File: config.mk
export PLATFORM = sky130hd
export DESIGN_NAME = graph_path_top
export DESIGN_NICKNAME = d
export VERILOG_FILES = /design/src/design/path_count_pkg.sv /design/src/design/graph_path_top.sv /design/src/design/tap_result_serializer.sv /design/src/design/path_accumulator.sv /design/src/design/node_id_mapper.sv /design/src/design/line_parser.sv /design/src/design/tap_byte_deserializer.sv
export SDC_FILE = /design/constraint.sdc
export NUM_CORES = 2
export LEC_CHECK = 0
export BUFFER_PORTS_ARGS = -buffer_cell sky130_fd_sc_hd__buf_2
export CORE_ASPECT_RATIO = 0.7
export CORE_MARGIN = 4
export CORE_UTILIZATION = 60
export CTS_CLUSTER_DIAMETER = 60
export CTS_CLUSTER_SIZE = 10
export DETAILED_ROUTE_END_ITERATION = 12
export PLACE_DENSITY = 0.76
export SYNTH_ARGS = -nofsm -noshare
export SYNTH_HDL_FRONTEND = slang
export SYNTH_SLANG_ARGS = --single-unit
File: constraint.sdc
create_clock -name tck -period 9.7 [get_ports tck]
set_input_delay 0.485 -clock tck [delete_from_list [all_inputs] [get_ports tck]]
set_output_delay 0.485 -clock tck [all_outputs]
set_load 0.05 [all_outputs]
File: src/design/path_count_pkg.sv
`default_nettype none

package path_count_pkg;

    // Letter codes run from a = 0 to z = 25
    localparam int LETTER_BITS = 5;
    localparam int NAME_CHARS = 3;
    localparam int NAME_WIDTH = NAME_CHARS * LETTER_BITS;

    // Path counts wrap modulo 2^16
    localparam int RESULT_WIDTH = 16;

    // First letter of a name sits in chars[NAME_CHARS-1]
    typedef union packed {
        logic [NAME_CHARS-1:0][LETTER_BITS-1:0] chars;
        logic [NAME_WIDTH-1:0]                  key;
    } node_name_u;

    // "you"
    localparam node_name_u START_NAME = node_name_u'({5'd24, 5'd14, 5'd20});
    // "out"
    localparam node_name_u END_NAME = node_name_u'({5'd14, 5'd20, 5'd19});

endpackage

`default_nettype wire
File: src/design/graph_path_top.sv
`default_nettype none

module graph_path_top #(
    parameter int MAX_NODES = 64
) (
    input  logic tck,
    input  logic reset_i,
    input  logic tdi_i,
    input  logic ir_is_user_i,
    input  logic capture_dr_i,
    input  logic shift_dr_i,
    input  logic update_dr_i,
    output logic tdo_o
);

    import path_count_pkg::*;

    localparam int IDX_W = $clog2(MAX_NODES);

    // Decode stage
    logic       byte_stb;
    logic [7:0] byte_data;
    logic       src_stb;
    node_name_u src_name;
    logic       edge_stb;
    node_name_u dst_name;
    logic       list_done_stb;

    // Execute stage
    logic             src_idx_stb;
    logic [IDX_W-1:0] src_idx;
    logic             edge_idx_stb;
    logic [IDX_W-1:0] dst_idx;
    logic             done_idx_stb;
    logic [IDX_W-1:0] start_idx;
    logic [IDX_W-1:0] end_idx;
    logic             end_known;

    // Result stage
    logic                    result_stb;
    logic [RESULT_WIDTH-1:0] result_count;

    tap_byte_deserializer i_tap_byte_deserializer (
        .tck          (tck),
        .reset_i      (reset_i),
        .tdi_i        (tdi_i),
        .ir_is_user_i (ir_is_user_i),
        .shift_dr_i   (shift_dr_i),
        .update_dr_i  (update_dr_i),
        .byte_stb_o   (byte_stb),
        .byte_data_o  (byte_data)
    );

    line_parser i_line_parser (
        .tck             (tck),
        .reset_i         (reset_i),
        .byte_stb_i      (byte_stb),
        .byte_data_i     (byte_data),
        .src_stb_o       (src_stb),
        .src_name_o      (src_name),
        .edge_stb_o      (edge_stb),
        .dst_name_o      (dst_name),
        .list_done_stb_o (list_done_stb)
    );

    node_id_mapper #(.MAX_NODES(MAX_NODES)) i_node_id_mapper (
        .tck             (tck),
        .reset_i         (reset_i),
        .src_stb_i       (src_stb),
        .src_name_i      (src_name),
        .edge_stb_i      (edge_stb),
        .dst_name_i      (dst_name),
        .list_done_stb_i (list_done_stb),
        .src_idx_stb_o   (src_idx_stb),
        .src_idx_o       (src_idx),
        .edge_idx_stb_o  (edge_idx_stb),
        .dst_idx_o       (dst_idx),
        .done_idx_stb_o  (done_idx_stb),
        .start_idx_o     (start_idx),
        .end_idx_o       (end_idx),
        .end_known_o     (end_known)
    );

    path_accumulator #(.MAX_NODES(MAX_NODES)) i_path_accumulator (
        .tck            (tck),
        .reset_i        (reset_i),
        .src_idx_stb_i  (src_idx_stb),
        .src_idx_i      (src_idx),
        .edge_idx_stb_i (edge_idx_stb),
        .dst_idx_i      (dst_idx),
        .done_idx_stb_i (done_idx_stb),
        .start_idx_i    (start_idx),
        .end_idx_i      (end_idx),
        .end_known_i    (end_known),
        .result_stb_o   (result_stb),
        .result_count_o (result_count)
    );

    tap_result_serializer i_tap_result_serializer (
        .tck            (tck),
        .reset_i        (reset_i),
        .ir_is_user_i   (ir_is_user_i),
        .capture_dr_i   (capture_dr_i),
        .shift_dr_i     (shift_dr_i),
        .result_stb_i   (result_stb),
        .result_count_i (result_count),
        .tdo_o          (tdo_o)
    );

endmodule

`default_nettype wire

File: src/design/tap_result_serializer.sv
`default_nettype none

module tap_result_serializer (
    input  logic                                    tck,
    input  logic                                    reset_i,
    input  logic                                    ir_is_user_i,
    input  logic                                    capture_dr_i,
    input  logic                                    shift_dr_i,
    input  logic                                    result_stb_i,
    input  logic [path_count_pkg::RESULT_WIDTH-1:0] result_count_i,
    output logic                                    tdo_o
);

    import path_count_pkg::*;

    logic [RESULT_WIDTH-1:0] result_q;
    logic                    result_valid_q;
    // Bit 0 is the valid flag, count above it
    logic [RESULT_WIDTH:0]   shift_q;

    assign tdo_o = shift_q[0];

    always_ff @(posedge tck) begin
        if (reset_i) begin
            result_q       <= '0;
            result_valid_q <= 1'b0;
            shift_q        <= '0;
        end else begin
            if (result_stb_i) begin
                result_q       <= result_count_i;
                result_valid_q <= 1'b1;
            end
            if (capture_dr_i && ir_is_user_i) begin
                shift_q <= {result_q, result_valid_q};
            end else if (shift_dr_i && ir_is_user_i) begin
                shift_q <= {1'b0, shift_q[RESULT_WIDTH:1]};
            end
        end
    end

endmodule

`default_nettype wire

File: src/design/path_accumulator.sv
`default_nettype none

module path_accumulator #(
    parameter int MAX_NODES = 64,
    localparam int IDX_W = $clog2(MAX_NODES)
) (
    input  logic                                    tck,
    input  logic                                    reset_i,
    input  logic                                    src_idx_stb_i,
    input  logic [IDX_W-1:0]                        src_idx_i,
    input  logic                                    edge_idx_stb_i,
    input  logic [IDX_W-1:0]                        dst_idx_i,
    input  logic                                    done_idx_stb_i,
    input  logic [IDX_W-1:0]                        start_idx_i,
    input  logic [IDX_W-1:0]                        end_idx_i,
    input  logic                                    end_known_i,
    output logic                                    result_stb_o,
    output logic [path_count_pkg::RESULT_WIDTH-1:0] result_count_o
);

    import path_count_pkg::*;

    logic [RESULT_WIDTH-1:0] count_mem [MAX_NODES];
    // Marks entries written during the current list
    logic [MAX_NODES-1:0]    touched_q;
    logic [RESULT_WIDTH-1:0] src_count_q;
    logic                    src_seen_q;
    logic [RESULT_WIDTH-1:0] src_count_rd;
    logic [RESULT_WIDTH-1:0] dst_count_rd;
    logic [RESULT_WIDTH-1:0] end_count_rd;
    logic                    edge_ok;

    // Untouched entries read as zero
    assign src_count_rd = touched_q[src_idx_i] ? count_mem[src_idx_i] : '0;
    assign dst_count_rd = touched_q[dst_idx_i] ? count_mem[dst_idx_i] : '0;
    assign end_count_rd = touched_q[end_idx_i] ? count_mem[end_idx_i] : '0;
    assign edge_ok      = edge_idx_stb_i && src_seen_q;

    always_ff @(posedge tck) begin
        // Source count is final here since lines come in topological order
        if (src_idx_stb_i) begin
            if (src_idx_i == start_idx_i) begin
                src_count_q <= RESULT_WIDTH'(1);
            end else begin
                src_count_q <= src_count_rd;
            end
        end
        if (edge_ok) begin
            count_mem[dst_idx_i] <= dst_count_rd + src_count_q;
        end
        if (done_idx_stb_i) begin
            result_count_o <= end_known_i ? end_count_rd : '0;
        end
    end

    always_ff @(posedge tck) begin
        if (reset_i) begin
            touched_q    <= '0;
            src_seen_q   <= 1'b0;
            result_stb_o <= 1'b0;
        end else begin
            result_stb_o <= done_idx_stb_i;
            if (done_idx_stb_i) begin
                touched_q  <= '0;
                src_seen_q <= 1'b0;
            end else begin
                if (src_idx_stb_i) begin
                    src_seen_q <= 1'b1;
                end
                if (edge_ok) begin
                    touched_q[dst_idx_i] <= 1'b1;
                end
            end
        end
    end

    // Every edge line starts with a source name
    a_edge_after_src: assert property (
        @(posedge tck) disable iff (reset_i)
        edge_idx_stb_i |-> src_seen_q
    );

endmodule

`default_nettype wire

File: src/design/node_id_mapper.sv
`default_nettype none

module node_id_mapper #(
    parameter int MAX_NODES = 64,
    localparam int IDX_W = $clog2(MAX_NODES)
) (
    input  logic                       tck,
    input  logic                       reset_i,
    input  logic                       src_stb_i,
    input  path_count_pkg::node_name_u src_name_i,
    input  logic                       edge_stb_i,
    input  path_count_pkg::node_name_u dst_name_i,
    input  logic                       list_done_stb_i,
    output logic                       src_idx_stb_o,
    output logic [IDX_W-1:0]           src_idx_o,
    output logic                       edge_idx_stb_o,
    output logic [IDX_W-1:0]           dst_idx_o,
    output logic                       done_idx_stb_o,
    output logic [IDX_W-1:0]           start_idx_o,
    output logic [IDX_W-1:0]           end_idx_o,
    output logic                       end_known_o
);

    import path_count_pkg::*;

    logic [MAX_NODES-1:0]  valid_q;
    logic [NAME_WIDTH-1:0] key_q [MAX_NODES];
    logic [IDX_W:0]        next_free_q;
    node_name_u            name_sel;
    logic                  hit;
    logic [IDX_W-1:0]      hit_idx;
    logic [IDX_W-1:0]      idx_sel;
    logic                  full;
    logic                  need_alloc;
    logic                  alloc;

    assign name_sel   = src_stb_i ? src_name_i : dst_name_i;
    assign full       = (next_free_q == (IDX_W + 1)'(MAX_NODES));
    assign need_alloc = (src_stb_i || edge_stb_i) && !hit;
    assign alloc      = need_alloc && !full;
    assign idx_sel    = hit ? hit_idx : next_free_q[IDX_W-1:0];

    // Compare against every entry at once
    always_comb begin
        hit     = 1'b0;
        hit_idx = '0;
        for (int i = 0; i < MAX_NODES; i++) begin
            if (valid_q[i] && key_q[i] == name_sel.key) begin
                hit     = 1'b1;
                hit_idx = IDX_W'(i);
            end
        end
    end

    always_ff @(posedge tck) begin
        if (alloc) begin
            key_q[idx_sel] <= name_sel.key;
        end
        src_idx_o <= idx_sel;
        dst_idx_o <= idx_sel;
    end

    always_ff @(posedge tck) begin
        if (reset_i) begin
            valid_q        <= '0;
            next_free_q    <= '0;
            src_idx_stb_o  <= 1'b0;
            edge_idx_stb_o <= 1'b0;
            done_idx_stb_o <= 1'b0;
            start_idx_o    <= '0;
            end_idx_o      <= '0;
            end_known_o    <= 1'b0;
        end else begin
            src_idx_stb_o  <= src_stb_i;
            edge_idx_stb_o <= edge_stb_i;
            done_idx_stb_o <= list_done_stb_i;
            // Table is emptied once the accumulator has seen the done strobe
            if (done_idx_stb_o) begin
                valid_q     <= '0;
                next_free_q <= '0;
                end_known_o <= 1'b0;
            end else if (alloc) begin
                valid_q[idx_sel] <= 1'b1;
                next_free_q      <= next_free_q + 1'b1;
                if (name_sel.key == START_NAME.key) begin
                    start_idx_o <= idx_sel;
                end
                if (name_sel.key == END_NAME.key) begin
                    end_idx_o   <= idx_sel;
                    end_known_o <= 1'b1;
                end
            end
        end
    end

    a_no_alloc_when_full: assert property (
        @(posedge tck) disable iff (reset_i)
        need_alloc |-> !full
    );

endmodule

`default_nettype wire

File: src/design/line_parser.sv
`default_nettype none

module line_parser (
    input  logic                     tck,
    input  logic                     reset_i,
    input  logic                     byte_stb_i,
    input  logic [7:0]               byte_data_i,
    output logic                     src_stb_o,
    output path_count_pkg::node_name_u src_name_o,
    output logic                     edge_stb_o,
    output path_count_pkg::node_name_u dst_name_o,
    output logic                     list_done_stb_o
);

    import path_count_pkg::*;

    localparam int CNT_W = $clog2(NAME_CHARS + 1);

    localparam logic [7:0] CH_NL    = 8'h0a;
    localparam logic [7:0] CH_SPACE = 8'h20;
    localparam logic [7:0] CH_DOT   = 8'h2e;
    localparam logic [7:0] CH_COLON = 8'h3a;
    localparam logic [7:0] CH_A     = 8'h61;
    localparam logic [7:0] CH_Z     = 8'h7a;

    // Position in the current line
    localparam logic [1:0] ST_SRC    = 2'd0;
    localparam logic [1:0] ST_DST    = 2'd1;
    localparam logic [1:0] ST_IN_DST = 2'd2;
    localparam logic [1:0] ST_END    = 2'd3;

    logic [1:0]             state_q;
    logic [CNT_W-1:0]       cnt_q;
    node_name_u             name_q;
    logic                   is_letter;
    logic                   name_full;
    logic [LETTER_BITS-1:0] letter_code;

    assign is_letter   = (byte_data_i >= CH_A) && (byte_data_i <= CH_Z);
    assign letter_code = LETTER_BITS'(byte_data_i - CH_A);
    assign name_full   = (cnt_q == CNT_W'(NAME_CHARS));

    // Name assembly, letter by letter into the chars view
    always_ff @(posedge tck) begin
        if (byte_stb_i && is_letter) begin
            name_q.chars <= {name_q.chars[NAME_CHARS-2:0], letter_code};
        end
        if (byte_stb_i && byte_data_i == CH_COLON) begin
            src_name_o <= name_q;
        end
        if (byte_stb_i && (byte_data_i == CH_SPACE || byte_data_i == CH_NL)) begin
            dst_name_o <= name_q;
        end
    end

    always_ff @(posedge tck) begin
        if (reset_i) begin
            state_q         <= ST_SRC;
            cnt_q           <= '0;
            src_stb_o       <= 1'b0;
            edge_stb_o      <= 1'b0;
            list_done_stb_o <= 1'b0;
        end else begin
            src_stb_o       <= 1'b0;
            edge_stb_o      <= 1'b0;
            list_done_stb_o <= 1'b0;
            if (byte_stb_i && is_letter && state_q != ST_END) begin
                if (!name_full) begin
                    cnt_q <= cnt_q + 1'b1;
                end
                if (state_q == ST_DST) begin
                    state_q <= ST_IN_DST;
                end
            end else if (byte_stb_i) begin
                case (byte_data_i)
                    CH_COLON: begin
                        cnt_q <= '0;
                        if (state_q == ST_SRC && name_full) begin
                            src_stb_o <= 1'b1;
                            state_q   <= ST_DST;
                        end
                    end
                    CH_SPACE: begin
                        cnt_q <= '0;
                        if (state_q == ST_IN_DST) begin
                            edge_stb_o <= name_full;
                            state_q    <= ST_DST;
                        end
                    end
                    CH_NL: begin
                        cnt_q           <= '0;
                        edge_stb_o      <= (state_q == ST_IN_DST) && name_full;
                        list_done_stb_o <= (state_q == ST_END);
                        state_q         <= ST_SRC;
                    end
                    CH_DOT: begin
                        // End marker only counts at the start of a line
                        if (state_q == ST_SRC && cnt_q == '0) begin
                            state_q <= ST_END;
                        end
                    end
                    default: begin
                    end
                endcase
            end
        end
    end

    a_src_edge_exclusive: assert property (
        @(posedge tck) disable iff (reset_i)
        !(src_stb_o && edge_stb_o)
    );

endmodule

`default_nettype wire

File: src/design/tap_byte_deserializer.sv
`default_nettype none

module tap_byte_deserializer (
    input  logic       tck,
    input  logic       reset_i,
    input  logic       tdi_i,
    input  logic       ir_is_user_i,
    input  logic       shift_dr_i,
    input  logic       update_dr_i,
    output logic       byte_stb_o,
    output logic [7:0] byte_data_o
);

    logic [7:0] shift_q;

    // LSB arrives first, so new bits enter at the top
    always_ff @(posedge tck) begin
        if (shift_dr_i && ir_is_user_i) begin
            shift_q <= {tdi_i, shift_q[7:1]};
        end
        if (update_dr_i && ir_is_user_i) begin
            byte_data_o <= shift_q;
        end
    end

    always_ff @(posedge tck) begin
        if (reset_i) begin
            byte_stb_o <= 1'b0;
        end else begin
            byte_stb_o <= update_dr_i && ir_is_user_i;
        end
    end

    // TAP is in one DR state at a time
    a_shift_update_exclusive: assert property (
        @(posedge tck) disable iff (reset_i)
        !(shift_dr_i && update_dr_i)
    );

endmodule

`default_nettype wire

Word level (Yosys, flattened, before mapping)
Memory sizes are Yosys's and may differ from the RTL's. A register that Yosys moved wholly into a read port is not among the register bits.
Cells that the tools add are included.

storage, ports and cells
  bits of input ports = 7
  output and inout bits = 1
  memories kept = 2
  bits in registers = 278
  bits in writable memories = 1,984
  word-level logic and storage cells = 388

operators by class
  add/sub/neg operators = 4
  reduce and logical (&&, ||, !) cells = 102
  order comparisons = 7
  bitwise logic cells = 6
  muxes and demuxes = 158
  equality and inequality tests = 82

memory list
  memory                        words  width  rd ports  clocked after Yosys merged registers in  wr ports  RTL line                source
  i_path_accumulator.count_mem  64     16     2         2                                        1         path_accumulator.sv:23  logic [RESULT_WIDTH-1:0] count_mem [MAX_NODES];
  i_node_id_mapper.key_q        64     15     64        0                                        1         node_id_mapper.sv:27    logic [NAME_WIDTH-1:0] key_q [MAX_NODES];

operator list
  cell                                                             number
  == test 15 bit                                                   64
  2-to-1 mux 6 bit                                                 33
  OR 64 bit                                                        2
  logical AND 1 bit                                                80
  2-to-1 mux 5 bit                                                 16
  2-to-1 mux 1 bit                                                 75
  2-to-1 mux 17 bit                                                2
  2-to-1 mux 4 bit                                                 8
  == test 8 x 6 -> 1 bit (second input constant)                   3
  2-to-1 mux 2 bit                                                 12
  < comparator 6 x 7 -> 1 bit (second input constant)              3
  adder 16 bit                                                     1
  2-to-1 mux 16 bit                                                1
  == test 15 x 14 -> 1 bit (second input constant)                 1
  == test 15 bit (second input constant)                           1
  2-to-1 mux 15 bit                                                1
  binary-select mux 1 bit (select 6 bit)                           2
  demux 1 bit (select 6 bit)                                       2
  >= comparator 6 x 1 -> 1 bit (second input constant)             2
  2-to-1 mux 3 bit                                                 4
  AND reduction 3 bit                                              3
  == test 8 x 4 -> 1 bit (second input constant)                   1
  >= comparator 8 x 7 -> 1 bit (second input constant)             1
  less-or-equal comparator 8 x 7 -> 1 bit (second input constant)  1
  23 further kinds                                                 40

Longest topological paths before layout
  depth after elaboration = 73
  mapped depth = 25

Modules after synthesis
Synthesis repeated with hierarchy kept, for this count alone.

unflattened totals
  cells, all modules = 6,924
  area total of the unflattened synthesis = 111,813.5 um^2

modules (own cells, without submodules)
  module                 instances  area each (um^2)  cells an instance
  path_accumulator       1          60,481.8          3,314
  node_id_mapper         1          47,448.0          3,311
  line_parser            1          2,050.7           132
  tap_result_serializer  1          1,310.0           147
  tap_byte_deserializer  1          523.0             20

Worst setup path after synthesis
Ideal clock, no wire load.

  kind = reg2reg
  start point = register i_node_id_mapper.src_idx_o[0] (netlist name)
  end point = memory i_path_accumulator.count_mem[0][15] (data pin)
  data arrival time = 6.567 ns
  period minus slack after synthesis = 7.134 ns
  cell stages (with the launch flop) = 25
  setup time = 0.567 ns
  slack = 2.566 ns
  cell sequence = dfxtp_1 clkbuf_1 and3b_1 clkbuf_1 a22o_1 a221oi_1 a31oi_1 or4_1 nor2_1 clkbuf_1 a21o_1 inv_1 ha_1 a21o_1 a21oi_1 o21ai_0 a21oi_1 nand2b_1 a21boi_0 o21ai_0 a21boi_0 nor4_1 o41a_1 o21ai_0 xnor2_1

RTL lines
  element           RTL line
  end: declaration  path_accumulator.sv:23

==> impl_results.md <==
- Worst path cell trace: nor3b_2, buf_4, a22o_1, a221oi_1, a31oi_1, nor4_2, a41oi_1, ha_1, nor2b_1, o21ai_0, a21boi_0, o21ai_0, a21boi_0, o21ai_0, a21boi_0, o21a_1, nor2_1, o21a_1, nor3_1, a311o_2
- Number of fill cells in the layout: 10,900
- Global placement routability congestion: 0.996
- Htree depth: 5
- Synth top area share: 61.9%
- Post-layout min period: 8.24 ns
- Fin worst setup slack: 1.46 ns
- Remaining DRCs: 0
- CTS tree: built
- Pre-CTS setup slack: 1.92 ns
- M1 wire length: 117,000 um
- Slew @ Worst Pin: 1.64 ns
- Total Die Area: 175,000 um^2
- Clock Latency Late Sink: 0.91 ns
- I/O Pins: 8
- Placed cell area: 104,000 um^2
- Worst r2r src: i_node_id_mapper.src_idx_o[1]
- Largest stage delay, worst path: 1.22 ns
- Inserted Clock Buffers: 278
- Worst VDD drop: 0.000188 V
- Layout area overhead: 11.5%
- Initial antenna violation count: 20
- Fmax: 0.121 GHz
- Final core utilization: 67.5%
- Number of global-route vias before repair: 64,500
- Synth Warn #: 0
- First-pass GRT wire length: 458,000 um
- Status: finished, violations left
- CP top delay family: compound AO/OA/AOI/OAI gates
- Final ANT Viol Nets: 0
- Wirelength per Cell: 35.9 um
- Synth top area cells: edfxtp_1 (62%), xnor2_1 (8.4%), mux4_2 (8.0%)
- Vias: 66,700
- Met3 WL: 64,000 um
- Initial Util: 60.5%
- Asr flop ratio synth: 0%
- Crit path kind: reg -> reg
- Congestion Overflow GR: 0
- Root Buffer: clkbuf_16
- PD cells: 177 nW/um^2
- Lkg Pwr: 33.6 nW
- Final setup TNS: 0 ns
- HPWL after DPL: 190,000 um
- Ys flop type: edfxtp_1
- DIE WIDTH: 498 um
- Worst R2R Setup Slack: 1.46 ns
- Max_cap viols: 5
- Endpoint, Worst Hold: i_tap_byte_deserializer.byte_data_o[6]
- Final worst path period share: 84.9%
- WHS Path Cells: 2
- Fin area: 112,000 um^2
- Reg2reg end: i_path_accumulator.count_mem[59][14]
- Gate Count Post-Synth: 6,446
- Failing checks: max-capacitance violations, max-slew violations
- Area occupied by multi-input gates: 33,000 um^2
- Crit start category: flip-flop
- Pins Over Slew Limit: 8
- Die Ht: 351 um
- CORE AREA: 166,000 um^2
- WHS: 0.150 ns
- Drt total wl: 322,000 um
- Dominant cell type by area after synthesis: edfxtp_1
- Clk slew on worst S/H paths: 0.05 ns
- Nets@finish: 6,597
- Hold/Removal Path Class: in -> reg
- DR iter-0 viols: 11,900
- Headroom to the max-slew limit: -10.4%
- Seq cells post-synth: 2,278
- Largest net degree at the start of global routing: 135
- Share of post-route cells with drive strength above 1: 15.8%
- Crit path DAT: 8.75 ns
- Total track usage: 36.4%
- Buffers plus inverters on the worst setup path: 1
- # rows: 125
- Met2 wire length: 127,000 um
- RSZ-0062 raised after global routing: no
- Netlist cell types: 78
- Final hold vios: 0
- Register area: 66,400 um^2
- Clock Sinks: 2,278
- Hold_sp: update_dr_i
- Slowest stage cell, crit path: nor4_2
- Mapped Area: 101,000 um^2
- CTS max path bufs: 4
- Syn Nets: 6,476
- Crit-path max FO: 64
- # resized after CTS: 0
- Clk_skew: 0.0587 ns
- Mean post-synth cell area: 15.6 um^2
- Top layer in use: met5
- R2R depth: 20
- EDFF count, synth: 2,077
- Crit. End Element: flip-flop
- IO Port Bufs: 7
- Setup Viol. Count Final: 0
- Sequential share of the synthesized area: 65.9%
- DRT Pass-1 Iters: 9
- Worst Path Required: 10.21 ns
- DR vias/cell: 7.45
==> layout make-up <==
class	instances	area share [%]
Antenna cell	12	0.0267
Tap cell	2222	2.48
Inverter	54	0.197
Multi-Input combinational cell	3728	29.4
Timing Repair Buffer	227	1.84
Clock inverter	5	0.0713
Clock buffer	432	6.84
Sequential cell	2278	59.2
==> worst max-delay path by stage <==
stage | start | end | slack, ns | cells past startpoint
floorplan | i_node_id_mapper.src_idx_o[0] | i_path_accumulator.count_mem[0][15] | 2.57 | 24
global placement | i_node_id_mapper.src_idx_o[2] | i_path_accumulator.count_mem[60][14] | 2.19 | 21
detailed placement | i_node_id_mapper.src_idx_o[2] | i_path_accumulator.count_mem[62][14] | 1.92 | 21
CTS | i_node_id_mapper.src_idx_o[2] | i_path_accumulator.count_mem[47][14] | 1.93 | 21
global route | i_node_id_mapper.src_idx_o[0] | i_path_accumulator.count_mem[57][14] | 1.23 | 20
finish | i_node_id_mapper.src_idx_o[1] | i_path_accumulator.count_mem[59][14] | 1.46 | 20
==> placed cells by master (no fill, tap or decap), types with 147 or more instances in the layout <==
cell type	count
xnor2_1	961
mux4_2	357
nand4_1	173
clkbuf_1	147
edfxtp_1	2077
buf_4	186
clkbuf_16	285
dfxtp_1	196
nor4_1	419
a22oi_1	278
nor2_1	285
==> power by group <==
| group | internal, W | leakage (nW) | switching (W) |
|---|---|---|---|
| Combinational | 0.0000106 | 9.39 | 0.0000369 |
| Sequential | 0.0106 | 20.5 | 0.00000482 |
| Clock | 0.00541 | 3.72 | 0.00383 |
| Total | 0.0160 | 33.6 | 0.00387 |
==> registers in the layout (all words and copies together) (netlist names), 2 cells and up <==
register and flops:
i_line_parser.cnt_q 2, i_line_parser.dst_name_o 15, i_line_parser.name_q 15, i_line_parser.src_name_o 15, i_line_parser.state_q 2, i_node_id_mapper.end_idx_o 6, i_node_id_mapper.key_q 960, i_node_id_mapper.next_free_q 7
i_node_id_mapper.src_idx_o 6, i_node_id_mapper.start_idx_o 6, i_node_id_mapper.valid_q 64, i_path_accumulator.count_mem 1024, i_path_accumulator.result_count_o 16, i_path_accumulator.src_count_q 16, i_path_accumulator.touched_q 64, i_tap_byte_deserializer.byte_data_o 8
i_tap_byte_deserializer.shift_q 8, i_tap_result_serializer.result_q 16, i_tap_result_serializer.shift_q 17
==> layer usage <==
| metal | vias to the layer above | global-route usage (%) |
|---|---|---|
| li1 | 26200 | - |
| met1 | 33100 | 52.1 |
| met2 | 6382 | 48.1 |
| met3 | 1093 | 18.1 |
| met4 | 20 | 13.2 |
| met5 | - | 0.298 |
==> synthesized netlist by cell type (all sizes together), types with 34 or more instances <==
master  count
a221oi    134
inv        54
a21oi      44
nand3      35
nor4b     123
nand2     142
mux4      357
a31oi     129
a22o      146
dfxtp     201
buf       187
nor4      430
xnor2     979
a22oi     278
clkbuf    199
nand2b     34
nand4     174
edfxtp   2077
o21ai      66
mux2i      42
nor2      356
==> worst reg2reg max path: stages (launching register included) <==
cell,delay [ns]
dfxtp_1,0.57
nor3b_2,0.16
buf_4,0.28
a22o_1,0.27
a221oi_1,0.24
a31oi_1,0.55
nor4_2,1.22
a41oi_1,0.31
ha_1,0.46
nor2b_1,0.15
o21ai_0,0.13
a21boi_0,0.45
o21ai_0,0.21
a21boi_0,0.48
o21ai_0,0.18
a21boi_0,0.45
o21a_1,0.17
nor2_1,0.07
o21a_1,0.25
nor3_1,0.21
a311o_2,1.01
==> what timing repair did <==
| action | CTS | global route |
|---|---|---|
| hold buffers | 4 | 0 |
| buffers inserted | 0 | 0 |
| endpoints found under the hold margin | 3 | 0 |
==> metrics by stage <==
step | std cells | power, W
after floorplan | 6446 | 0.0108
final | 8958 | 0.0198
after CTS | 8945 | 0.0199
after global placement | 8504 | 0.0108
after global routing | 8947 | 0.0203
after detailed placement | 8504 | 0.0108
==> cell families after synthesis <==
group           count (synthesis)  synth area share [%]
xor+xnor                      985                  8.62
flops                        2278                  65.9
simple gates                 1423                  7.99
fa+ha+maj                      23                 0.293
compound gates                898                  6.71
buf+inv                       440                  2.05
mux                           399                  8.42
No activity file was read; power rests on OpenSTA's default activity.
